==> src/design/mips_pkg.sv <==
`default_nettype none

package mips_pkg;

  typedef enum logic [5:0] {
    op_rtype = 6'h00,
    op_j     = 6'h02,
    op_jal   = 6'h03,
    op_beq   = 6'h04,
    op_bne   = 6'h05,
    op_addi  = 6'h08,
    op_ori   = 6'h0d,
    op_lui   = 6'h0f,
    op_lw    = 6'h23,
    op_sw    = 6'h2b,
    op_halt  = 6'h3f   // custom stop opcode
  } opcode_e;

  typedef enum logic [5:0] {
    fn_sll = 6'h00,
    fn_jr  = 6'h08,
    fn_add = 6'h20,
    fn_sub = 6'h22,
    fn_and = 6'h24,
    fn_or  = 6'h25,
    fn_slt = 6'h2a
  } funct_e;

  typedef enum logic [3:0] {
    alu_add, alu_sub, alu_and, alu_or, alu_slt, alu_sll, alu_pass_b
  } alu_op_e;

  typedef enum logic [1:0] {wb_alu, wb_mem, wb_lui} wb_src_e;

  typedef enum logic [1:0] {fwd_none, fwd_from_mem_wb, fwd_from_ex_mem} fwd_sel_e;

  typedef struct packed {
    logic        valid;
    logic [31:0] pc;
    logic [31:0] instr;
  } if_id_t;

  typedef struct packed {
    logic        valid;
    logic [31:0] pc;
    logic [4:0]  rs;
    logic [4:0]  rt;
    logic [4:0]  dest;
    logic [31:0] a;
    logic [31:0] b;
    logic [31:0] imm;       // already extended, lui pre-shifted
    alu_op_e     alu_op;
    logic        alu_src_imm;
    logic        link;      // jal writes pc+4
    logic        reg_write;
    logic        mem_read;
    logic        mem_write;
    wb_src_e     wb_src;
    logic        is_branch;
    logic        branch_ne;
    logic        is_jr;
    logic        is_halt;
  } id_ex_t;

  typedef struct packed {
    logic        valid;
    logic [31:0] pc;
    logic [31:0] alu_result;
    logic [31:0] store_data;
    logic [4:0]  dest;
    logic        reg_write;
    logic        mem_read;
    logic        mem_write;
    wb_src_e     wb_src;
    logic [15:0] upper_imm;
    logic        is_halt;
  } ex_mem_t;

  typedef struct packed {
    logic        valid;
    logic [31:0] pc;
    logic [31:0] wdata;
    logic [4:0]  dest;
    logic        reg_write;
    logic        is_store;
    logic [31:0] store_addr;
    logic [31:0] store_data;
    logic        is_halt;
  } mem_wb_t;

  typedef struct packed {
    logic        taken;
    logic [31:0] target;
  } redirect_t;

  typedef struct packed {
    logic [7:0]  addr;      // word index into imem
    logic [31:0] data;
  } load_word_t;

  typedef struct packed {
    logic [31:0] pc;
    logic        reg_write;
    logic [4:0]  dest;
    logic [31:0] wdata;
    logic        is_store;
    logic [31:0] store_addr;
    logic [31:0] store_data;
  } retire_t;

endpackage

`default_nettype wire

==> src/design/exec_unit.sv <==
`timescale 1ns/1ps
`default_nettype none

module exec_unit
  import mips_pkg::*;
(
  input  wire logic        clk,
  input  wire logic        rst_n,
  input  wire id_ex_t      id_ex,
  input  wire fwd_sel_e    fwd_a,
  input  wire fwd_sel_e    fwd_b,
  input  wire logic [31:0] fwd_ex_mem,
  input  wire logic [31:0] fwd_mem_wb,
  output ex_mem_t          ex_mem,
  output redirect_t        redirect_ex
);

  logic [31:0] op_a;
  logic [31:0] op_b;
  logic [31:0] alu_b;
  logic [31:0] alu_y;
  logic [31:0] pc_plus4;
  logic        br_taken;
  ex_mem_t     ex_mem_d;

  function automatic logic [31:0] fwd_mux(input fwd_sel_e sel, input logic [31:0] reg_val,
                                          input logic [31:0] em, input logic [31:0] mw);
    case (sel)
      fwd_from_ex_mem: return em;
      fwd_from_mem_wb: return mw;
      default:         return reg_val;
    endcase
  endfunction

  assign op_a     = fwd_mux(fwd_a, id_ex.a, fwd_ex_mem, fwd_mem_wb);
  assign op_b     = fwd_mux(fwd_b, id_ex.b, fwd_ex_mem, fwd_mem_wb);
  assign alu_b    = id_ex.alu_src_imm ? id_ex.imm : op_b;
  assign pc_plus4 = id_ex.pc + 32'd4;

  always_comb begin
    case (id_ex.alu_op)
      alu_sub:    alu_y = op_a - alu_b;
      alu_and:    alu_y = op_a & alu_b;
      alu_or:     alu_y = op_a | alu_b;
      alu_slt:    alu_y = {31'd0, $signed(op_a) < $signed(alu_b)};
      alu_sll:    alu_y = alu_b << id_ex.imm[10:6];
      alu_pass_b: alu_y = alu_b;
      default:    alu_y = op_a + alu_b;
    endcase
  end

  assign br_taken = id_ex.is_branch && ((op_a == op_b) != id_ex.branch_ne);

  assign redirect_ex = '{
    taken:  id_ex.valid && (br_taken || id_ex.is_jr),
    target: id_ex.is_jr ? op_a : pc_plus4 + {id_ex.imm[29:0], 2'b00}
  };

  always_comb begin
    ex_mem_d.valid      = id_ex.valid;
    ex_mem_d.pc         = id_ex.pc;
    ex_mem_d.alu_result = id_ex.link ? pc_plus4 : alu_y;  // jal link address
    ex_mem_d.store_data = op_b;
    ex_mem_d.dest       = id_ex.dest;
    ex_mem_d.reg_write  = id_ex.reg_write;
    ex_mem_d.mem_read   = id_ex.mem_read;
    ex_mem_d.mem_write  = id_ex.mem_write;
    ex_mem_d.wb_src     = id_ex.wb_src;
    ex_mem_d.upper_imm  = id_ex.imm[31:16];
    ex_mem_d.is_halt    = id_ex.is_halt;
  end

  always_ff @(posedge clk) begin
    if (!rst_n) begin
      ex_mem.valid <= 1'b0;
    end else begin
      ex_mem <= ex_mem_d;
    end
  end

  // the hazard unit must never route a zero-register result into operand a
  assert property (@(posedge clk) disable iff (!rst_n)
    id_ex.valid && fwd_a == fwd_from_ex_mem |-> ex_mem.valid && ex_mem.dest != 5'd0)
    else $error("forward from EX/MEM with destination r0");

endmodule

`default_nettype wire

==> config.mk <==
export PLATFORM = sky130hd
export DESIGN_NAME = exec_unit
export DESIGN_NICKNAME = d
export VERILOG_FILES = /design/src/design/mips_pkg.sv /design/src/design/exec_unit.sv
export SDC_FILE = /design/constraint.sdc
export NUM_CORES = 1
export LEC_CHECK = 0
export BUFFER_PORTS_ARGS = -buffer_cell sky130_fd_sc_hd__buf_2
export CELL_PAD_IN_SITES_DETAIL_PLACEMENT = 0
export CELL_PAD_IN_SITES_GLOBAL_PLACEMENT = 1
export CORE_MARGIN = 5
export CORE_UTILIZATION = 44
export CTS_CLUSTER_SIZE = 30
export DETAILED_ROUTE_END_ITERATION = 8
export PLACE_DENSITY_LB_ADDON = 0.1
export SYNTH_ARGS = -nofsm -noshare
export SYNTH_HDL_FRONTEND = slang
export SYNTH_SLANG_ARGS = --single-unit
==> constraint.sdc <==
create_clock -name clk -period 8.2 [get_ports clk]
set_input_delay 0.82 -clock clk [delete_from_list [all_inputs] [get_ports clk]]
set_output_delay 0.82 -clock clk [all_outputs]
set_load 0.02 [all_outputs]
## After elaboration in Yosys (flattened, before gate mapping)

Cells that the tools add are included.

| cells by class | value |
|---|---|
| add/subtract/negate cells | 4 |
| $lt $le $gt $ge | 1 |
| equal/unequal tests | 12 |
| shift-type cells | 1 |
| muxes and demuxes | 6 |
| bitwise operators | 2 |
| reduce and logical (&&, ||, !) cells | 3 |

Operator list:

| cell | number |
|---|---|
| $pmux W32 S6 | 1 |
| $pmux W32 S2 | 2 |
| $mux W32 | 3 |
| $add A32 B32 Y32 | 2 |
| $add A32 B3 Y32 const B | 1 |
| $and A32 B32 Y32 | 1 |
| $eq A32 B32 Y1 | 1 |
| $lt A32 B32 Y1 | 1 |
| $or A32 B32 Y32 | 1 |
| $shl A32 B5 Y32 | 1 |
| $sub A32 B32 Y32 | 1 |
| $eq A4 B3 Y1 const B | 3 |
| $eq A4 B2 Y1 const B | 2 |
| $eq A2 B1 Y1 const B | 2 |
| $eq A2 B2 Y1 const B | 2 |
| $eq A4 B1 Y1 const B | 1 |
| $logic_and A1 B1 Y1 | 2 |
| $logic_or A1 B1 Y1 | 1 |
| $ne A1 B1 Y1 | 1 |

| storage, ports and cells | value |
|---|---|
| flip-flop bits (word level) | 124 |
| output and inout port bits | 157 |
| logic and storage cells | 40 |

## Logic depth before layout (Yosys ltp)

| logic depth | value |
|---|---|
| depth in word-level cells | 7 |
| depth in mapped cells | 21 |
| mapped depth without buffers | 18 |

## Worst setup path after synthesis

OpenSTA, ideal clock, no wires.

| timing path | value |
|---|---|
| path kind | input port to flip-flop |
| start | input id_ex[10] in the netlist's numbering |
| end | register ex_mem[89] in the netlist's numbering, data pin |
| library setup time | 0.261 ns |
| arrival | 5.007 ns |
| required time | 7.939 ns |
| path slack | 2.932 ns |
| cell stages on the path | 20 |
| path buffers | 7 |
| cell sequence | buf_2 > buf_2 > buf_4 > buf_2 > buf_2 > buf_2 > buf_2 > mux2i_1 > inv_1 > ha_1 > o21ai_0 > a21oi_1 > o41ai_1 > o31ai_1 > a41oi_1 > o221ai_1 > o21ai_1 > nor4_1 > a21o_1 > o32a_1 |

RTL lines:

| item | RTL line | RTL |
|---|---|---|
| start: declaration | exec_unit.sv:9 | `input wire id_ex_t id_ex,` |
| end signal: assignment | exec_unit.sv:77 | `ex_mem <= ex_mem_d;` |
| end: declaration | exec_unit.sv:14 | `output ex_mem_t ex_mem,` |

==> flow_summary.yaml <==
outcome:
  outcome: "completed"
yosys:
  synth-main-ff-cell: "edfxtp_1"
  ys_async_sr_fraction: 0
  synth_top_area_frac: 0.243
  synth_fp_nets: 2226
  syn-cell-area_sq_mm: 0.0152
  synth_edf_count: 123
  synth_warnings: 0
  synth_area_leaders: "edfxtp_1 (24%), ha_1 (11%), a21oi_1 (5.4%), o21ai_0 (4.2%), nand2_1 (4.0%)"
  ys_types: 83
  synth_common_cells: "a21oi_1 (165), nand2_1 (162), nor2_1 (149), ha_1 (130), o21ai_0 (129)"
  ys_seq_area_frac: 0.244
  synth_seq_cells: 124
  avgSynthCellArea_sq_um: 8.16
  synth.most_common_cell: "a21oi_1"
  yosysTopAreaCell: "edfxtp_1"
  synthCells: 1864
clocking:
  cts-htree-levels: 4
  clockBufferDepth: 2
  cts.sinks: 124
  clockRootBuffer: "clkbuf_16"
  cts_tree: "built"
  post_cts_buffers: 0
  cts_resized: 0
  numCtsBuffers: 17
  clk_pin_slew_ps: 60
  hold_buffers: 0
placed_design:
  port_buffers: 375
  hpwl_mm: 52.2
  placed_cell_area_sq_mm: 0.0176
  gp_congestion: 0.983
die:
  die_h_um: 196
  die_w_um: 196
  rows: 68
  start_util: 0.443
  ios: 386
  die_area_sq_mm: 0.0384
  core_sq_mm: 0.0344
pwr:
  powerDensity_mw_per_mm2: 176
  cellLeakagePower_nw: 8.02
  peakVddDrop_mv: 0.152
  power_mw: 3.20
timing:
  finalSetupViolations: 0
  fin_crit_sh: 0.758
  hold_viol_final: 0
  rsz0062_at_grt: "no"
  maxSlewHeadroom: 0.243
  timing.hold.ws_ps: 547
  slew_violations: 0
  worst_slew_pin_slew_ps: 1120
  max_freq_ghz: 0.161
  fin_tns_setup_ps: 0
  period_needed_ps: 6220
finish:
  syn_to_final_growth_pct: 19.6
  regMostFlops: "ex_mem"
  drive_above_1_share: 0.241
  fin_area_sq_mm: 0.0182
  nNetsFinal: 2564
  largest_registers: "ex_mem (124)"
  largest_reg_flops: 124
global_route:
  grt-ovfl-total: 0
  antenna_found_initial: 4
  grt_pass1_wl_mm: 97.8
  track_usage: 0.331
  grt_max_degree: 65
  grt_pass1_vias: 16000
routing:
  post_drt_wl_per_cell_um: 24.6
  ant_nets: 0
  drt-initial-drc-count: 1593
  vias: 16400
  dr.pass1.iters: 9
  drc: 0
  viasPerCell: 6.14
  wirelength_mm: 65.7
critical_path:
  cp.required_ps: 8400
  cp.arrival_ps: 6420
  cp_max_fo: 43
  path_class: "in2reg"
  start_kind: "input port"
  worst_setup_path_end_kind: "register"
min_path:
  worstHoldPathType: "in2reg"
job:
  max-cap-violations: 0
[cell usage in the layout (no fill, tap or decap), drive strengths merged, types with 13 or more instances in the layout]
cell    count
and3       20
a21oi     165
nor2b      21
o21ai     134
o21a       14
nand4      20
a31oi      18
clkbuf     18
buf       432
o221ai     27
o31ai      30
xor2       46
a221oi     44
nand2b     23
xnor2      59
mux2i      55
edfxtp    123
nand2     162
inv       129
ha        130
o22ai      19
a221o      15
nor4       13
a211oi     13
mux2       26
a22oi      50
nor3       40
a21o       25
nor2      150
nand3      27
[metrics by stage]
step | cells | util | setup slack (ps)
2_1_floorplan | 1864 | - | 2930
3_3_place_gp | 2638 | 0.512 | 1730
3_5_place_dp | 2638 | 0.512 | 1660
4_1_cts | 2669 | 0.529 | 2120
5_1_grt | 2671 | 0.529 | 1600
6_report | 2671 | 0.529 | 1980
[critical path, cell delays in order]
cell       delay [ps]
buf_2              90
inv_1              40
ha_2              940
nor2_2            250
a221oi_1          350
buf_4             220
ha_1              330
inv_1             110
fa_1              460
nand2b_1          190
a21oi_1           220
o41ai_1           150
o31ai_1           240
buf_4             190
a41oi_1           170
o221ai_1          600
o21ai_1           360
a2111oi_2         430
o21ai_1           120
o221a_2           140
[area by class of cell]
| type | instances | area, sq um |
|---|---|---|
| Inverter | 128 | 480 |
| Sequential cell | 124 | 3710 |
| Timing Repair Buffer | 432 | 2310 |
| Clock inverter | 13 | 169 |
| Fill cell | 3411 | 16200 |
| Antenna cell | 2 | 5.00 |
| Tap cell | 455 | 569 |
| Multi-Input combinational cell | 1499 | 10500 |
| Clock buffer | 18 | 429 |
[cells by family after synthesis]
kind of cell | Yosys count | synth area share
muxes | 88 | 0.0665
DFF | 124 | 0.244
and+or+nand+nor | 521 | 0.161
adders and majority gates | 133 | 0.111
buffers and inverters | 241 | 0.0654
AOI/OAI and AO/OA | 652 | 0.292
xor gates and xnor gates | 105 | 0.0604
[layer usage]
metal  global-route usage  routed length [um]  part of all wire  up-vias
li1                     -                   -                 -     7674
met1                0.417               26700              0.41     7867
met2                0.567               31900              0.49      729
met3               0.0467                4240             0.064      129
met4                0.140                2890             0.044        4
met5                    0                  21           0.00032        -
[report_power, final]
| group | total, mW | internal, mW | switching [mW] |
|---|---|---|---|
| Clock | 0.797 | 0.478 | 0.319 |
| Combinational | 1.60 | 0.567 | 1.04 |
| Sequential | 0.795 | 0.779 | 0.0157 |
[worst paths after layout]
path,from,to,slack (ps),depth (start not counted)
min,id_ex[111],ex_mem[22]$_DFFE_PP_,550,1
max,fwd_b[0],ex_mem[85]$_DFFE_PP_,1980,20
(Power assumes the default switching activity.)
