===== src/design/mips_pkg.sv =====
`default_nettype none

package mips_pkg;

  typedef enum logic [5:0] {
    op_rtype = 6'h00,
    op_j     = 6'h02,
    op_jal   = 6'h03,
    op_beq   = 6'h04,
    op_bne   = 6'h05,
    op_addi  = 6'h08,
    op_ori   = 6'h0d,
    op_lui   = 6'h0f,
    op_lw    = 6'h23,
    op_sw    = 6'h2b,
    op_halt  = 6'h3f   // custom stop opcode
  } opcode_e;

  typedef enum logic [5:0] {
    fn_sll = 6'h00,
    fn_jr  = 6'h08,
    fn_add = 6'h20,
    fn_sub = 6'h22,
    fn_and = 6'h24,
    fn_or  = 6'h25,
    fn_slt = 6'h2a
  } funct_e;

  typedef enum logic [3:0] {
    alu_add, alu_sub, alu_and, alu_or, alu_slt, alu_sll, alu_pass_b
  } alu_op_e;

  typedef enum logic [1:0] {wb_alu, wb_mem, wb_lui} wb_src_e;

  typedef enum logic [1:0] {fwd_none, fwd_from_mem_wb, fwd_from_ex_mem} fwd_sel_e;

  typedef struct packed {
    logic        valid;
    logic [31:0] pc;
    logic [31:0] instr;
  } if_id_t;

  typedef struct packed {
    logic        valid;
    logic [31:0] pc;
    logic [4:0]  rs;
    logic [4:0]  rt;
    logic [4:0]  dest;
    logic [31:0] a;
    logic [31:0] b;
    logic [31:0] imm;       // already extended, lui pre-shifted
    alu_op_e     alu_op;
    logic        alu_src_imm;
    logic        link;      // jal writes pc+4
    logic        reg_write;
    logic        mem_read;
    logic        mem_write;
    wb_src_e     wb_src;
    logic        is_branch;
    logic        branch_ne;
    logic        is_jr;
    logic        is_halt;
  } id_ex_t;

  typedef struct packed {
    logic        valid;
    logic [31:0] pc;
    logic [31:0] alu_result;
    logic [31:0] store_data;
    logic [4:0]  dest;
    logic        reg_write;
    logic        mem_read;
    logic        mem_write;
    wb_src_e     wb_src;
    logic [15:0] upper_imm;
    logic        is_halt;
  } ex_mem_t;

  typedef struct packed {
    logic        valid;
    logic [31:0] pc;
    logic [31:0] wdata;
    logic [4:0]  dest;
    logic        reg_write;
    logic        is_store;
    logic [31:0] store_addr;
    logic [31:0] store_data;
    logic        is_halt;
  } mem_wb_t;

  typedef struct packed {
    logic        taken;
    logic [31:0] target;
  } redirect_t;

  typedef struct packed {
    logic [7:0]  addr;      // word index into imem
    logic [31:0] data;
  } load_word_t;

  typedef struct packed {
    logic [31:0] pc;
    logic        reg_write;
    logic [4:0]  dest;
    logic [31:0] wdata;
    logic        is_store;
    logic [31:0] store_addr;
    logic [31:0] store_data;
  } retire_t;

endpackage

`default_nettype wire


===== src/design/hazard_unit.sv =====
`timescale 1ns/1ps
`default_nettype none

module hazard_unit
  import mips_pkg::*;
(
  input  wire logic [4:0] if_id_rs,
  input  wire logic [4:0] if_id_rt,
  input  wire id_ex_t     id_ex,
  input  wire ex_mem_t    ex_mem,
  input  wire mem_wb_t    mem_wb,
  output fwd_sel_e        fwd_a,
  output fwd_sel_e        fwd_b,
  output logic            stall
);

  // youngest producer wins, r0 is never forwarded
  function automatic fwd_sel_e pick(input logic [4:0] src, input ex_mem_t em,
                                    input mem_wb_t mw);
    if (src == 5'd0) return fwd_none;
    if (em.valid && em.reg_write && em.dest == src) return fwd_from_ex_mem;
    if (mw.valid && mw.reg_write && mw.dest == src) return fwd_from_mem_wb;
    return fwd_none;
  endfunction

  assign fwd_a = pick(id_ex.rs, ex_mem, mem_wb);
  assign fwd_b = pick(id_ex.rt, ex_mem, mem_wb);

  // load data only exists after MEM, so hold the consumer one cycle
  assign stall = id_ex.valid && id_ex.mem_read && id_ex.dest != 5'd0 &&
                 (id_ex.dest == if_id_rs || id_ex.dest == if_id_rt);

endmodule

`default_nettype wire


===== config.mk =====
export PLATFORM = sky130hd
export DESIGN_NAME = hazard_unit
export DESIGN_NICKNAME = d
export VERILOG_FILES = /design/src/design/mips_pkg.sv /design/src/design/hazard_unit.sv
export SDC_FILE = /design/constraint.sdc
export NUM_CORES = 1
export LEC_CHECK = 0
export ABC_AREA = 1
export BUFFER_PORTS_ARGS = -buffer_cell sky130_fd_sc_hd__buf_4
export CORE_AREA = 2 2 169 171
export DETAILED_ROUTE_END_ITERATION = 16
export DIE_AREA = 0 0 171 173
export PLACE_DENSITY_LB_ADDON = 0.12
export SLEW_MARGIN = 20
export SYNTH_ARGS = -nofsm -noshare
export SYNTH_HDL_FRONTEND = slang
export SYNTH_SLANG_ARGS = --single-unit

===== constraint.sdc =====
create_clock -name vclk -period 1.1
set_input_delay 0.22 -clock vclk [all_inputs]
set_output_delay 0.22 -clock vclk [all_outputs]
set_load 0.02 [all_outputs]

* Yosys cells after proc, flatten, opt, wreduce, memory -nomap -nowiden
Index checks and enable logic that the tools add are counted.
Cells by class: equal/unequal tests 6, multiplexer cells 24, reduce and logical (&&, ||, !) cells 13
Operators with widths (number):
- 5-bit == test | 6
- 2-bit 2-to-1 mux | 12
- 1-bit 2-to-1 mux | 12
- 5-bit zero test | 2
- 1-bit logical AND | 9
- 5-bit nonzero test | 1
- 1-bit logical OR | 1
Word-level totals: bits in registers 0, output and inout bits 5, word-level logic and storage cells 43

* Longest topological paths before layout
Gate-level depths: netlist (run 1).
word-level depth 9, gate-level depth with buffers 7, mapped depth without buffers 7

* Worst setup path before layout (run 1)
No wires, ideal clock.
path kind input to output, start in id_ex[119] in the netlist's numbering, end out fwd_b[1], arrival 976 ps, data required time 880 ps, slack -96 ps, stages on the path 5, path through inv_2 nor2_1 nor2_1 nand4_1 nor3_1
Between the ends: longest elaborated chain between the ends 8, elaborated cells between the ends (all ways) 16, those cells by class 2 x eq/ne; 11 x mux; 3 x reduce/logical
RTL lines:
- start: declaration | RTL line hazard_unit.sv:9 | input wire id_ex_t id_ex,
- 5-bit == test | RTL line hazard_unit.sv:22 | if (mw.valid && mw.reg_write && mw.dest == src) return fwd_from_mem_wb;
- 1-bit logical AND | RTL line hazard_unit.sv:22
- 1-bit 2-to-1 mux (2 in a row) | RTL line hazard_unit.sv:22
- 1-bit 2-to-1 mux | RTL line hazard_unit.sv:21 | if (em.valid && em.reg_write && em.dest == src) return fwd_from_ex_mem;
- 2-bit 2-to-1 mux | RTL line hazard_unit.sv:23 | return fwd_none;
- 2-bit 2-to-1 mux | RTL line hazard_unit.sv:22
- 2-bit 2-to-1 mux * | RTL line hazard_unit.sv:21
- end: declaration | RTL line hazard_unit.sv:13 | output fwd_sel_e fwd_b,
Every way passes the cells marked *; elsewhere a longest branch is shown, timed or not. The select of a mux whose other input is x is not followed.

* Worst setup path after layout (run 1)
start in id_ex[124] in the netlist's numbering, end out fwd_a[0]
Between the ends: longest elaborated chain between the ends 8, elaborated cells between the ends (all ways) 16, those cells by class 2 x eq/ne; 11 x mux; 3 x reduce/logical
RTL lines:
- 5-bit == test | RTL line hazard_unit.sv:22
- 1-bit logical AND | RTL line hazard_unit.sv:22
- 1-bit 2-to-1 mux (2 in a row) | RTL line hazard_unit.sv:22
- 1-bit 2-to-1 mux | RTL line hazard_unit.sv:21
- 2-bit 2-to-1 mux | RTL line hazard_unit.sv:23
- 2-bit 2-to-1 mux | RTL line hazard_unit.sv:22
- 2-bit 2-to-1 mux * | RTL line hazard_unit.sv:21
- end: declaration | RTL line hazard_unit.sv:12 | output fwd_sel_e fwd_a,
Marked as above.

==> results of run 1 <==
==> power by group <==
part	switching, W	internal [W]
combinational	0.000218	0.000254
sequential	0	0
clock	0	0
total	0.000218	0.000254
==> synth_stat cells (all sizes together) <==
| cell type | instances | area, um^2 |
|---|---|---|
| inv | 25 | 93.84 |
| nand4 | 3 | 18.77 |
| nor3 | 4 | 20.02 |
| xnor2 | 7 | 61.31 |
| or2 | 2 | 12.52 |
| o22ai | 1 | 6.260 |
| nand3 | 10 | 50.05 |
| nor2 | 22 | 82.58 |
| a21oi | 3 | 22.52 |
| nand2 | 41 | 153.9 |
| clkinv | 1 | 3.750 |
| o21ai | 3 | 15.01 |
| xor2 | 2 | 17.52 |
==> stage by stage <==
| stage | cells | setup WS, ns | utilization, % | hold slack (ns) |
|---|---|---|---|---|
| after detailed placement | 562 | -0.4948 | 5.398 | 0.8564 |
| after global routing | 563 | -0.2901 | 6.372 | 0.8523 |
| after global placement | 562 | -0.5196 | 5.398 | 0.8610 |
| after CTS | 563 | -0.2837 | 6.046 | 0.8322 |
| after floorplan | 124 | -0.01229 | - | 0.5749 |
| final | 563 | -0.2065 | 6.372 | 0.8170 |
==> layout make-up <==
class / instances / area, um^2 / share of cell area [%]
Multi-Input combinational cell: 98 / 603.1 / 34.26
Inverter: 26 / 125.1 / 7.107
Timing Repair Buffer: 61 / 559.3 / 31.77
Tap cell: 378 / 473.0 / 26.87
==> repair_timing <==
action | in CTS | in global routing
cloned | 0 | 0
pin swaps | 23 | 15
gates resized for setup | 49 | 26
setup buffers | 2 | 0
endpoints found under the setup margin | 5 | 5
hold buffers | 0 | 0
==> path summary, 6_finish.rpt <==
kind	startpoint	end	slack, ns	depth (start not counted)
max	id_ex[124]	fwd_a[0]	-0.21	8
min	id_ex[158]	stall	0.82	4
==> kinds of logic (layout without fill, tap and decap cells) <==
group | count (synthesis) | in the layout | share of synthesized area, %
buffers and inverters | 26 | 87 | 17.49
xor gates and xnor gates | 9 | 9 | 14.13
and+or+nand+nor | 82 | 82 | 60.54
AOI/OAI and AO/OA | 7 | 7 | 7.847
==> layer usage <==
layer	global-route usage, %	part of all wire [%]	routed length, um	vias up
met5	0	0	0	-
met4	0	0	0	0
met3	0.4578	6.3	232	0
met2	4.116	49	1801	15
met1	3.024	44	1629	418
li1	-	-	-	498
==> results.py, run 1 <==
metrics = {
    "run_status": {
        "status": "finished, violations left",
        "violations": "negative setup slack",
    },
    "timing": {
        "period_minus_slack_ns": 1.306,
        "setup_ws_ns": -0.2065,
        "final-max-slew-violation-count": 0,
        "rsz0062_at_grt": "true",
        "setup_viol": 5,
        "slew_headroom_pct": 85.43,
        "hold_viol_final": 0,
        "min_period_over_period_pct": 118.8,
        "fin_tns_setup_ns": -0.8991,
        "maxClockFrequency_ghz": 0.7654,
        "worst_pin_slew_ns": 0.2163,
    },
    "setup_path": {
        "path_cells": "buf_8 > inv_6 > nand2_2 > nand2_1 > nor3_4 > nand3_2 > nor2_4 > buf_6",
        "worstPathRequired_ns": 0.88,
        "critical-path-top-delay-family": "simple AND/OR/NAND/NOR gates",
        "path_buf_inv": 3,
        "crit_type": "in -> out",
        "cpPeakStageDelay_ns": 0.22,
        "crit_path_max_fanout": 4,
        "crit_arrival_ns": 1.09,
        "endpoint_kind": "output pin",
        "setup.worst_path.start_class": "input pin",
        "crit_slowest_cell": "nor3_4",
    },
    "finish": {
        "drive_gt1_share_pct": 57.84,
        "layout_common_cells": "42 x buf_4, 30 x nand2_1, 15 x nor2_1",
        "regArea_um2": 0,
        "design_area_um2": 1760,
        "fillers": 3327,
        "antenna_cells": 0,
        "fin_nets": 617,
        "sequential_cell_total": 0,
        "nClkBuffers": 0,
        "area_growth_pct": 215.5,
        "final_common_cell": "buf_4",
    },
    "grt": {
        "grt_pass1_vias": 980,
        "antenna_found_initial": 0,
        "grt_util_all_layers_pct": 2.306,
        "grt_pass1_wl_um": 5416,
        "grt_max_degree": 6,
        "overflow": 0,
    },
    "floorplan": {
        "num_io_pins": 435,
        "rows": 61,
        "coreArea_um2": 27630,
        "initial_core_util_pct": 2.020,
        "fp.dieH_um": 173,
        "die-area_um2": 29580,
        "dieWidth_um": 171,
    },
    "placed_design": {
        "portBuffers": 46,
        "hpwl_um": 3417,
        "placed_cell_area_um2": 1491,
        "gp_congestion": 0.6896,
    },
    "detailed_routing": {
        "dr.pass1.iters": 2,
        "dr.first_iter.drc_count": 27,
        "wl_um": 3664,
        "ant_nets": 0,
        "drt-vias-per-instance": 1.654,
        "wl_per_cell_um": 6.508,
        "vias": 931,
        "post-route-drc-count": 0,
    },
    "synth": {
        "syn_area_um2": 558.0,
        "syn_nets": 554,
        "yosysSeqAreaShare_pct": 0,
        "synth_cell_types": 17,
        "synthesis.instances": 124,
        "ys_warn_count": 0,
        "synth_area_per_cell_um2": 4.500,
    },
    "power_and_ir_drop": {
        "p_leak_nw": 0.6875,
        "ir_drop_mv": 0.04766,
        "report.power.total_w": 0.0004717,
        "powerDensity_nw_per_um2": 268.0,
    },
    "hold_path": {
        "hold_class": "in -> out",
    },
    "flow_run": {
        "maxCapViolCount": 0,
    },
}
(Power assumes the default switching activity.)
==> run 2: changes to the inputs <==
BUFFER_PORTS_ARGS = -buffer_cell sky130_fd_sc_hd__buf_2   (was -buffer_cell sky130_fd_sc_hd__buf_4)
==> run 2 against run 1 <==
Compared with the run above:
- the run still ends with negative setup slack left
- highest routed layer unchanged
- global-route usage about the same
- routed wire length shrank 2.2%
- flip-flop and latch count is the same
- critical path type unchanged
==> results.py, run 2 (synthesis results as in run 1) <==
metrics = {
    "finish": {
        "antenna_cells": 0,
        "multiInputGateArea_um2": 641.9,
        "fin_nets": 620,
        "drive_gt1_share_pct": 56.91,
        "layout_common_cells": "32 x nand2_1, 26 x buf_6, 17 x buf_4",
        "regArea_um2": 0,
        "nClkBuffers": 0,
        "design_area_um2": 1851,
        "final_common_cell": "nand2_1",
        "sequential_cell_total": 0,
        "fillers": 3302,
        "final_util_pct": 6.698,
        "area_growth_pct": 231.6,
    },
    "detailed_routing": {
        "wl_per_cell_um": 6.330,
        "wl_um": 3583,
        "vias": 938,
        "dr.pass1.iters": 4,
        "drt-vias-per-instance": 1.657,
        "ant_nets": 0,
        "post-route-drc-count": 0,
        "dr.first_iter.drc_count": 29,
    },
    "floorplan": {
        "num_io_pins": 435,
        "fp.dieH_um": 173,
        "die-area_um2": 29580,
        "dieWidth_um": 171,
        "initial_core_util_pct": 2.020,
        "rows": 61,
        "coreArea_um2": 27630,
    },
    "timing": {
        "worst_pin_slew_ns": 0.2399,
        "maxClockFrequency_ghz": 0.7210,
        "final-max-slew-violation-count": 0,
        "min_period_over_period_pct": 126.1,
        "setup_ws_ns": -0.2870,
        "rsz0062_at_grt": "true",
        "hold_viol_final": 0,
        "slew_headroom_pct": 83.84,
        "period_minus_slack_ns": 1.387,
        "setup_viol": 5,
    },
    "power_and_ir_drop": {
        "p_leak_nw": 0.7364,
        "report.power.total_w": 0.0005059,
        "ir_drop_mv": 0.05286,
        "powerDensity_nw_per_um2": 273.4,
    },
    "grt": {
        "use_met3_pct": 0.1831,
        "antenna_found_initial": 0,
        "grt.met2_usage_pct": 4.116,
        "overflow": 0,
        "grt.busiest_layer": "met2",
        "grt_pass1_wl_um": 5533,
        "grt_util_all_layers_pct": 2.339,
        "grt_pass1_vias": 1001,
        "met1_usage_pct": 3.285,
        "grt_max_degree": 6,
    },
    "run_status": {
        "violations": "negative setup slack",
        "status": "finished, violations left",
    },
    "setup_path": {
        "worstPathRequired_ns": 0.88,
        "endpoint_kind": "output pin",
        "crit_path_max_fanout": 2,
        "crit_arrival_ns": 1.17,
        "setup.worst_path.start_class": "input pin",
        "crit_type": "in -> out",
    },
    "placed_design": {
        "gp_congestion": 0.7067,
        "portBuffers": 46,
        "hpwl_um": 3288,
        "placed_cell_area_um2": 1406,
    },
    "hold_path": {
        "worstHoldPathCells": 5,
        "hold_class": "in -> out",
    },
    "clock_network": {
        "postCtsHoldBufs": 0,
        "postCtsSetupBuffers": 0,
    },
    "flow_run": {
        "maxCapViolCount": 0,
    },
}
[run 2: cell count changes in the layout (fill, tap and decap cells not counted), moves of 3 or more]
cell     previous run  this run
buf_2               0        13
nand3_2             6         3
buf_4              42        17
nand2_4             0         4
nor2_2              6         3
nor2_4              1         4
nand2_2            11         5
buf_6              11        26
[run 2: critical path, cell delays in order]
cell	delay, ns
buf_4	0.10
inv_1	0.04
nand2_1	0.05
nand2_1	0.05
nor2_1	0.13
nand3_1	0.11
a21oi_2	0.21
buf_4	0.16
buf_6	0.11
[run 2: final timing paths]
kind              endpoint   startpoint  slack [ns]
setup / recovery     stall  if_id_rs[4]       -0.29
hold / removal    fwd_b[1]   id_ex[120]        0.89
[run 2: area by class of cell]
| class | count | area share (%) |
|---|---|---|
| tap | 378 | 25.56 |
| timing repair buffer | 64 | 33.00 |
| multi-input combinational | 98 | 34.69 |
| inverter | 26 | 6.761 |
[run 2: metal layers]
metal / share of wire (%) / up-vias
met5: 0 / -
met4: 0 / 0
met3: 4.2 / 0
met2: 49 / 21
met1: 47 / 415
li1: - / 502
[run 2: metrics by stage]
| step | setup WS, ns | hold slack, ns | cells | TNS, ns |
|---|---|---|---|---|
| floorplan | -0.01229 | 0.5749 | 124 | -0.01229 |
| global placement | -0.5071 | 0.9341 | 566 | -1.945 |
| detailed placement | -0.5178 | 0.9319 | 566 | -1.913 |
| CTS | -0.3285 | 0.8826 | 566 | -1.232 |
| global route | -0.4089 | 0.9110 | 566 | -1.448 |
| finish | -0.2870 | 0.8877 | 566 | -1.035 |
[run 2: power breakdown]
part	switching (W)	total (W)	internal [W]	leakage, nW
clock network	0	0	0	0
logic	0.000232	0.000506	0.000274	0.736
registers	0	0	0	0
total	0.000232	0.000506	0.000274	0.736
[run 2: repair_timing]
item / 4_1_cts / 5_1_grt
pin swaps: 31 / 26
gates resized for setup: 70 / 52
endpoints found under the setup margin: 5 / 5
