--- config.mk ---
export PLATFORM = sky130hd
export DESIGN_NAME = core_ctrl
export DESIGN_NICKNAME = d
export VERILOG_FILES = /design/src/design/mips_pkg.sv /design/src/design/core_ctrl.sv
export SDC_FILE = /design/constraint.sdc
export NUM_CORES = 1
export LEC_CHECK = 0
export BUFFER_PORTS_ARGS = -buffer_cell sky130_fd_sc_hd__buf_4
export CAP_MARGIN = 10
export CORE_UTILIZATION = 24
export CTS_CLUSTER_SIZE = 16
export DETAILED_ROUTE_END_ITERATION = 12
export PLACE_DENSITY = 0.83
export SYNTH_ARGS = -nofsm -noshare
export SYNTH_HDL_FRONTEND = slang
export SYNTH_SLANG_ARGS = --single-unit
--- constraint.sdc ---
create_clock -name clk -period 1.55 [get_ports clk]
set_input_delay 0.0775 -clock clk [delete_from_list [all_inputs] [get_ports clk]]
set_output_delay 0.0775 -clock clk [all_outputs]
set_load 0.03 [all_outputs]
--- src/design/mips_pkg.sv ---
`default_nettype none

package mips_pkg;

  typedef enum logic [5:0] {
    op_rtype = 6'h00,
    op_j     = 6'h02,
    op_jal   = 6'h03,
    op_beq   = 6'h04,
    op_bne   = 6'h05,
    op_addi  = 6'h08,
    op_ori   = 6'h0d,
    op_lui   = 6'h0f,
    op_lw    = 6'h23,
    op_sw    = 6'h2b,
    op_halt  = 6'h3f   // custom stop opcode
  } opcode_e;

  typedef enum logic [5:0] {
    fn_sll = 6'h00,
    fn_jr  = 6'h08,
    fn_add = 6'h20,
    fn_sub = 6'h22,
    fn_and = 6'h24,
    fn_or  = 6'h25,
    fn_slt = 6'h2a
  } funct_e;

  typedef enum logic [3:0] {
    alu_add, alu_sub, alu_and, alu_or, alu_slt, alu_sll, alu_pass_b
  } alu_op_e;

  typedef enum logic [1:0] {wb_alu, wb_mem, wb_lui} wb_src_e;

  typedef enum logic [1:0] {fwd_none, fwd_from_mem_wb, fwd_from_ex_mem} fwd_sel_e;

  typedef struct packed {
    logic        valid;
    logic [31:0] pc;
    logic [31:0] instr;
  } if_id_t;

  typedef struct packed {
    logic        valid;
    logic [31:0] pc;
    logic [4:0]  rs;
    logic [4:0]  rt;
    logic [4:0]  dest;
    logic [31:0] a;
    logic [31:0] b;
    logic [31:0] imm;       // already extended, lui pre-shifted
    alu_op_e     alu_op;
    logic        alu_src_imm;
    logic        link;      // jal writes pc+4
    logic        reg_write;
    logic        mem_read;
    logic        mem_write;
    wb_src_e     wb_src;
    logic        is_branch;
    logic        branch_ne;
    logic        is_jr;
    logic        is_halt;
  } id_ex_t;

  typedef struct packed {
    logic        valid;
    logic [31:0] pc;
    logic [31:0] alu_result;
    logic [31:0] store_data;
    logic [4:0]  dest;
    logic        reg_write;
    logic        mem_read;
    logic        mem_write;
    wb_src_e     wb_src;
    logic [15:0] upper_imm;
    logic        is_halt;
  } ex_mem_t;

  typedef struct packed {
    logic        valid;
    logic [31:0] pc;
    logic [31:0] wdata;
    logic [4:0]  dest;
    logic        reg_write;
    logic        is_store;
    logic [31:0] store_addr;
    logic [31:0] store_data;
    logic        is_halt;
  } mem_wb_t;

  typedef struct packed {
    logic        taken;
    logic [31:0] target;
  } redirect_t;

  typedef struct packed {
    logic [7:0]  addr;      // word index into imem
    logic [31:0] data;
  } load_word_t;

  typedef struct packed {
    logic [31:0] pc;
    logic        reg_write;
    logic [4:0]  dest;
    logic [31:0] wdata;
    logic        is_store;
    logic [31:0] store_addr;
    logic [31:0] store_data;
  } retire_t;

endpackage

`default_nettype wire

--- src/design/core_ctrl.sv ---
`timescale 1ns/1ps
`default_nettype none

module core_ctrl
  import mips_pkg::*;
(
  input  wire logic       clk,
  input  wire logic       rst_n,
  input  wire load_word_t load,
  input  wire logic       load_valid,
  output logic            load_ready,
  input  wire logic       start,
  input  wire logic       halt_retired,
  output logic            imem_we,
  output logic [7:0]      imem_addr,
  output logic [31:0]     imem_wdata,
  output logic            run,
  output logic            done
);

  typedef enum logic [1:0] {st_idle, st_run, st_halted} state_e;

  state_e state;

  always_ff @(posedge clk) begin
    if (!rst_n) begin
      state <= st_idle;
    end else begin
      case (state)
        st_idle: if (start) state <= st_run;
        st_run:  if (halt_retired) state <= st_halted;
        default: state <= st_halted;  // sticky until reset
      endcase
    end
  end

  assign load_ready = (state == st_idle);
  assign imem_we    = load_valid && load_ready;
  assign imem_addr  = load.addr;
  assign imem_wdata = load.data;
  assign run        = (state == st_run);
  assign done       = (state == st_halted);

  // no program word may be offered once the core has left idle
  assert property (@(posedge clk) disable iff (!rst_n)
    (run || done) |-> !load_valid)
    else $error("program load offered outside idle");

endmodule

`default_nettype wire

; Yosys cells after proc, flatten, opt, wreduce, memory -nomap -nowiden
; Cells that the tools add are included.
[classes]
addsub = 0
eq_ne = 4
order_cmp = 0
n_div = 0
reduce_logical = 3
shift = 0
multipliers = 0
muxes = 3
bitwise = 0
[op_table]
columns = cell, count
row1 = $mux 2, 2
row2 = $pmux 2 s2, 1
row3 = $eq 2x1->1 const B, 1
row4 = $eq 2x2->1 const B, 1
row5 = $logic_not 2->1, 1
row6 = $ne 2x1->1 const B, 1
row7 = $ne 2x2->1 const B, 1
row8 = $reduce_and 2->1, 1
row9 = $logic_and 1x1->1, 1
[totals]
romBits = 0
mem_count = 0
out_inout_bits = 44
elab_cells = 11
inputBits = 45
ram_bits = 0
latchBits = 0
regBits = 2

; Depth between registers and ports, before layout
; Gate-level depths: netlist of the first run.
[logic_depth]
ltp_word = 3
depth_mapped = 2
mapped_depth_nobuf = 2

; Worst setup path before layout of the first run
; Ideal clock, no wire load.
[synth_timing]
kind = reg-to-output
startpoint = reg state[1]
endpoint = out imem_we
n_path_buf = 0
t_required_ns = 1.472
path_stages_with_launch = 3
path_slack_ns = 0.331
arrival_time_ns = 1.141
path_cell_list = dfxtp_1 -> nor2_1 -> and2_1
[synth_via]
elab_chain_cells = 2
[synth_rtl]
columns = element, line
row1 = from (decl), core_ctrl.sv:23  ; state_e state;
row2 = from (signal assigned), core_ctrl.sv:27  ; state <= st_idle;
row3 = from (signal assigned), core_ctrl.sv:30  ; st_idle: if (start) state <= st_run;
row4 = from (signal assigned), core_ctrl.sv:31  ; st_run: if (halt_retired) state <= st_halted;
row5 = $logic_not 2->1, core_ctrl.sv:37  ; assign load_ready = (state == st_idle);
row6 = net load_ready, core_ctrl.sv:11  ; output logic load_ready,
row7 = $logic_and 1x1->1, core_ctrl.sv:38  ; assign imem_we = load_valid && load_ready;
row8 = to (decl), core_ctrl.sv:14  ; output logic imem_we,
; The timed path passes the listed nets, and every way through them passes these cells.

; Worst setup path in the final report of the first run
[layout_timing]
startpoint = reg state[0]
endpoint = out imem_we
[layout_via]
elab_chain_cells = 2
[layout_rtl]
columns = element, line
row1 = $logic_not 2->1, core_ctrl.sv:37
row2 = $logic_and 1x1->1, core_ctrl.sv:38
; Every way passes these cells.

==> results of run 1 <==
==> power breakdown <==
| part | switching, mW | internal [mW] |
|---|---|---|
| combinational | 0.0300 | 0.0257 |
| sequential | 0.00422 | 0.0557 |
| clock | 0.0299 | 0.0854 |
==> routing by layer <==
layer / GRT usage, % / routed length (um)
met5: 0 / 0
met4: 16.3 / 46
met3: 3.83 / 113
met2: 4.24 / 233
met1: 1.80 / 106
==> worst reg2reg max path, cell delays in order (launching register included) <==
cell      delay (ps)
dfxtp_1          330
nand2b_1         150
a21oi_1          150
==> cells by family (layout without fill, tap and decap cells) <==
logic type             after synthesis  count (layout)
buffers and inverters               40              11
and+or+nand+nor                      8               8
AOI/OAI and AO/OA                    2               2
DFF                                  2               2
==> layout by cell type (no fill, tap or decap) <==
cell type,instances
a21oi_1,2
nor2_1,1
and2_1,1
clkbuf_4,3
buf_4,8
dfxtp_1,2
nand2b_1,3
nor2b_1,3
==> worst paths after layout <==
kind / slack (ps) / start / endpoint
setup / recovery: 480 / state[0] / imem_we
hold / removal: 100 / rst_n / state[1]
setup reg to reg: 850 / state[0] / state[0]
hold reg to reg: 520 / state[0] / state[0]
==> through the flow <==
stage,hold WS (ps),util (%)
2_1_floorplan,206,-
3_3_place_gp,155,11.7
3_5_place_dp,155,11.7
4_1_cts,100,13.1
5_1_grt,106,13.1
6_report,100,13.1
==> cells in the mapped netlist (all sizes together) <==
cell and instances:
buf 40, and2 1, a21oi 2, nor2 1, nor2b 3, nand2b 3
dfxtp 2
==> final cells by class <==
class,count,area [um2]
fill,167,1320
timing repair buffer,8,60.1
multi-input combinational,10,57.6
sequential,2,40.0
clock buffer,3,22.5
tap,16,20.0
==> results.md, run 1 <==
- Prior to clock tree synthesis, the placed netlist has a worst setup slack of just over 700 ps.
- In this run the vertical extent of the chip is 42.7 um.
- The hold violation count in the final report is 0.
- The post-route netlist has between 40% and 50% of its cells at a drive strength greater than 1.
- The leakage power of the design is 0.0918 nW.
- The worst setup path is captured at an output port.
- The number of nets in the layout is 70.
- The register containing the most flip-flops in the final layout is state.
- Of all cell types, the one taking the most synthesized area is buf_4.
- In this run the post-CTS setup repair buffer count came out at 0.
- Setup slack closes at 485 ps.
- The post-synthesis area per instance is around 7.7 um2.
- After synthesis, the share of cell area in mux cells is 0%.
- Measured in cells, the most critical reg-to-reg path has a length of 2.
- The HPWL after detailed placement is roughly 350 um.
- The warning count from the yosys run is 0.
- Summed over all layers, the global routing overflow is 0.
- After routing, the total negative slack on setup checks comes to 0 ps.
- The share of the synthesized area in the top cell type is around three quarters.
- In the final routed layout, each cell accounts on average for 12.8 um.
- The synthesized netlist devotes a little under an eighth of its cell area to simple gates.
- The flow ran to the end, and the final reports show no timing, DRC or antenna violations.
- The number of flip-flops under the largest register name is 2.
- The worst-path maximum fanout is 6.
- Among all stages on the critical path, the largest delay is contributed by dfxtp_1.
- The number of endpoints failing setup at the final stage is 0.
- The repair_antennas step left the layout with diodes totalling 0.
- Dividing the final minimum period by the clock period gives between 60 and 70%.
- The largest clock skew in the final design is ~0.42 ps.
- TritonCTS built the clock tree.
- The power density over the cells is roughly 1200 mW/mm2.
- The clock reaches the later pin of the worst-skew pair after 220 ps.
- The detailed router finished its first iteration with 2 violations.
- In the post-synthesis netlist, the biggest area contributors are buf_4, dfxtp_1, nand2b_1.
- Counting along the longest clock path gives a buffer depth of 2.
- Detailed routing inserted a total of 149 vias.
- The worst-case IR drop observed on VDD is 0.157 mV.
- The max-slew violation count was 0.
- Headroom to the max-slew limit came out at 89.8%.
- The total clock buffers created by CTS is 3.
- The standard cell area after detailed placement is about 180 um2.
- The maximum level of the CTS H-tree is 1.
- After routing the design area is 200 um2.
- Summing the areas of all xor and xnor instances in the mapped netlist gives 0% of the synthesized area.
- Synthesis instantiated 7 different standard cells from the library.
- The fraction of the mapped netlist area in compound gates is approximately 2.5%.
- The start-to-end type of the worst setup path is reg2out.
- The initial antenna violation count is 0.
- In the global route stage, overall resource usage came out at around 5%.
- The actual slew at the worst max-slew pin is approximately 150 ps.
- For this configuration, the core starts out at a cell density of between 20% and 30%.
- Clock-pin slew was measured on the worst setup and hold paths at approximately 30 ps.
- The post-synth net total is 97.
- Buffers inserted to repair hold after CTS numbered 0.
- The die extent in x is around 43 um.
- Including well taps, the total number of placed cells is 36.
- The number of optimization iterations in the first detailed-route pass is 3.
- The maximum clock frequency is approximately 940 MHz.
- For the worst setup path, the data required time is 1470 ps.
- Counting I/O delays and the setup requirement, the final critical path takes between 1000 and 1500 ps.
- Entering global routing, the biggest net connects 7 pins.
- The reported max-cap violation count is 0.
- The remaining design rule violation count is 0.
- Traced cell by cell, the critical path runs through nor2_1, and2_1, buf_4.
- The netlist area before placement is between 300 and 400 um2.
- The design draws around 0.23 mW.
- In this design, the largest share of critical-path delay is due to flip-flops.
- The root cell of the clock tree is clkbuf_4.
- The critical path launch point type is a register.
- The fraction of the yosys area taken by sequential cells is between 10% and 20%.
- The post-synthesis share of cell area spent on full adders, half adders and majority gates is 0%.
- From synthesis to final layout, the design area changed by -49.7%.
- The core footprint is ~0.0015 mm2.
- The count of nets left with antenna violations once routing finished came out at 0.
- The worst hold path was traced through 2 stages.
- After clock tree synthesis, the repair step resized 0 gates.
- The synthesized netlist cell count is 52.
- The post-route non-filler standard cell count is 39.
- In this run the worst hold path is classified as in2reg.
- The combinational family with the most area after synthesis is buffers and inverters.
- The total of flip-flops plus latches after synthesis is 2.
- Buffers placed on the I/O ports in this run total 8.
- The via count of the first global-routing pass is around 130.
- At the end of routability-driven placement, the weighted congestion stood at between 0.6 and 0.7.
- For the worst setup path, the data arrival time is roughly 990 ps.
- 89 I/O pins were placed.
- The stage delay of the slowest cell on the critical path is around 380 ps.
- The clock net sink count is 2.
- The cell row count is 14.
- The largest registers in the layout are state: 2 flops.
- The critical path runs through a total of 3 cells.
- The total wire length is 499 um.
- In the routed layout, each cell is associated on average with a via count of ~3.8.
- The die covers approximately 0.0018 mm2.
- The first-pass GRT wire length is around 550 um.
- The buffer and inverter count on the worst path is 1.
- Setup repair after global routing left no endpoint under its margin.
Power figures use the tool's default switching activity.
==> run 2: changes to the inputs <==
--- a/config.mk
+++ b/config.mk
@@ -7,10 +7,10 @@
 export LEC_CHECK = 0
 export BUFFER_PORTS_ARGS = -buffer_cell sky130_fd_sc_hd__buf_4
 export CAP_MARGIN = 10
-export CORE_UTILIZATION = 24
+export CORE_UTILIZATION = 23
 export CTS_CLUSTER_SIZE = 16
 export DETAILED_ROUTE_END_ITERATION = 12
-export PLACE_DENSITY = 0.83
+export PLACE_DENSITY = 0.8
 export SYNTH_ARGS = -nofsm -noshare
 export SYNTH_HDL_FRONTEND = slang
 export SYNTH_SLANG_ARGS = --single-unit
==> constraint.sdc (replaced) <==
create_clock -name clk -period 1 [get_ports clk]
set_input_delay 0.05 -clock clk [delete_from_list [all_inputs] [get_ports clk]]
set_output_delay 0.05 -clock clk [all_outputs]
set_load 0.03 [all_outputs]
==> results.md, run 2 (synthesized netlist as in run 1, its figures left out) <==
- The origin of the worst setup path is state[0] (unchanged).
- The worst setup slack after placement was 167 ps (was 721 ps).
- The power density over the cells came to 1630 mW/mm2 (was 1150 mW/mm2).
- The maximum clock frequency is 1020 MHz.
- The max-slew violation count came to 0 (unchanged).
- The launch instance of the worst register-to-register path is state[0] (unchanged).
- The share of total power consumed by net switching is 27.7% (was 27.8%).
- The cell row count is 14 (unchanged).
- The clock net sink count is 2 (unchanged).
- The clock tree from TritonCTS is built (unchanged).
- The actual slew at the worst max-slew pin is 115 ps (was 153 ps).
- The maximum level of the CTS H-tree is 1 (unchanged).
- The number of endpoints failing setup at the final stage is 0 (unchanged).
- The path category of the worst min-delay check is in2reg (unchanged).
- The most frequent standard cell in the layout excluding fill and tap cells is buf_4 (unchanged).
- The register containing the most flip-flops in the final layout is state (unchanged).
- The chip height is 43.6 um (was 42.7 um).
- After layout, the minimum clock period comes to roughly 980 ps.
- The setup slack of the most critical reg-to-reg path came to 180 ps (was 850 ps).
- The weighted congestion reported at the end of routability-driven placement is 0.496 (was 0.681).
- The global routing usage summed across all routing layers came to 5.57% (was 4.90%).
- The post-detailed-route count of antenna-violating nets came to 0 (unchanged).
- The via count normalized by instance count came to 4.10 (was 3.82).
- The via count of the first global-routing pass is 148 (was 131).
- The starting density of the core came to 25.5% (was 26.1%).
- Unrepaired setup endpoints after global routing: true (was false).
- The checks that failed: design-rule violations.
- The start-to-end type of the worst setup path is reg2out (unchanged).
- The kind of end point of the critical path is an output port (unchanged).
- The arrival time at the worst endpoint is 930 ps (was 990 ps).
- Largest registers: state: 2 flops (unchanged).
- The via count is 164 (was 149).
- The average detailed-routed wire length per instance came to 12.6 um (was 12.8 um).
- The critical path launch point type is a register (unchanged).
- The internal power consumption came to 0.270 mW (was 0.167 mW).
- The count of boundary I/O pins is 89 (unchanged).
- Outcome: complete, but fails checks (was finished clean).
- The share of the core filled with cells came to 14.7% (was 13.1%).
- The clock network power share is 47.5% (was 49.9%).
- The part of the total power dissipated in combinational logic came to 27.4% (was 24.1%).
- The number of optimization iterations in the first detailed-route pass came to 7 (was 3).
- The reported max-cap violation count is 0 (unchanged).
- The core footprint is 0.00156 mm2 (was 0.00152 mm2).
- The fraction of final layout cells with drive strength greater than 1 is 66.7% (was 47.8%).
- The die extent in x is 43.6 um (was 42.7 um).
- The final worst setup slack was 21.9 ps (was 485 ps).
- The remaining design rule violation count is 9 (was 0).
- The leakage power of the design is 0.104 nW (was 0.0918 nW).
- The largest clock skew in the final design is 1.99 ps (was 0.420 ps).
- The worst-path maximum fanout was 4 (was 6).
- The number of buffers between clock root and the deepest sink is 2 (unchanged).
- The launch point of the worst hold path is rst_n (unchanged).
- The total inserted antenna cells is 0 (unchanged).
- The clock latency on the worst-skew pair is 220 ps (about the same).
- The root cell of the clock tree was clkbuf_4 (unchanged).
- The count of input and output buffers is 8 (unchanged).
- The proportion of power drawn by flip-flops and latches came to 25.1% (was 26.0%).
- Commonest cells after routing, fill and taps aside: buf_4, nor2b_1, nand2b_1, clkbuf_4 (unchanged).
- The largest net degree at the start of global routing is 7 (unchanged).
- The final critical path takes up about 98% of the cycle.
- The required time reported for the critical path endpoint came to 950 ps (was 1470 ps).
- The area of the die is 0.00190 mm2 (was 0.00182 mm2).
- The worst supply voltage drop on vdd is 0.306 mV (was 0.157 mV).
- The number of nets in the layout is 71 (was 70).
- The total wire length was 504 um (was 499 um).
- The number of flip-flops under the largest register name was 2 (unchanged).
- The synthesis-to-finish area growth was -42.5% (was -49.7%).
- The switching power came to 0.104 mW (was 0.0641 mW).
- The initial antenna violation count is 0 (unchanged).
- The headroom to the max-slew limit is 92.4% (was 89.8%).
- The first-pass GRT wire length is 627 um (was 552 um).
- The count of routing violations after the opening detailed-route iteration came to 9 (was 2).
- The aggregate global routing overflow is 0 (unchanged).
- The hold violation count in the final report is 0 (unchanged).
- The total clock buffers created by CTS is 3 (unchanged).
- The clock slew seen by the registers of the worst setup and hold paths is 30 ps (about the same).
-- run 2: changes by cell type in the layout (fill, tap and decap cells not counted), sizes merged --
cell	previous run	this run
buf	8	9
-- run 2: final cells by class --
class                   count  area (um2)
repair buffers              9        71.3
flip-flops and latches      2        47.5
multi-input cells          10        67.6
clock buffers               3        22.5
fillers                   174        1330
well taps                  16        20.0
-- run 2: path summary, 6_finish.rpt --
kind,depth (start not counted),endpoint
max,3,imem_we
min,2,state[1]
max reg2reg,3,state[0]
min reg2reg,2,state[1]
-- run 2: power groups by stage --
| stage | logic (mW) | registers, mW | clock network [mW] |
|---|---|---|---|
| finish | 0.102 | 0.0938 | 0.178 |
| global route | 0.110 | 0.0945 | 0.207 |
| CTS | 0.0916 | 0.0945 | 0.188 |
| detailed placement | 0.0882 | 0.0951 | 0 |
| global placement | 0.0875 | 0.0940 | 0 |
| floorplan | 0.351 | 0.0936 | 0 |
-- run 2: per-stage QoR --
stage	instance area (um2)	total power [mW]	hold slack, ps	TNS [ps]	cells
2_1_floorplan	402	0.445	178	0	52
3_3_place_gp	181	0.182	100	0	36
3_5_place_dp	181	0.183	100	0	36
4_1_cts	213	0.374	57.9	0	39
5_1_grt	229	0.412	83.8	-34.6	40
6_report	229	0.374	61.5	0	40
-- run 2: layer usage --
layer	vias to the layer above	share of wire (%)	track usage (%)
li1	64	-	-
met1	68	23	3.27
met2	26	42	4.78
met3	6	29	7.08
met4	0	5.0	11.9
met5	-	0	0
-- run 2: critical path: stages (launching register included) --
cell and delay (ps):
dfxtp_4 340, nor2_4 100, and2_4 140, buf_6 120
-- run 2: repair_timing --
action	in CTS	in global routing
gates resized for setup	4	3
pin swaps	0	2
endpoints found under the hold margin	0	0
hold buffers	0	0
endpoints found under the setup margin	2	2
setup buffers	0	1
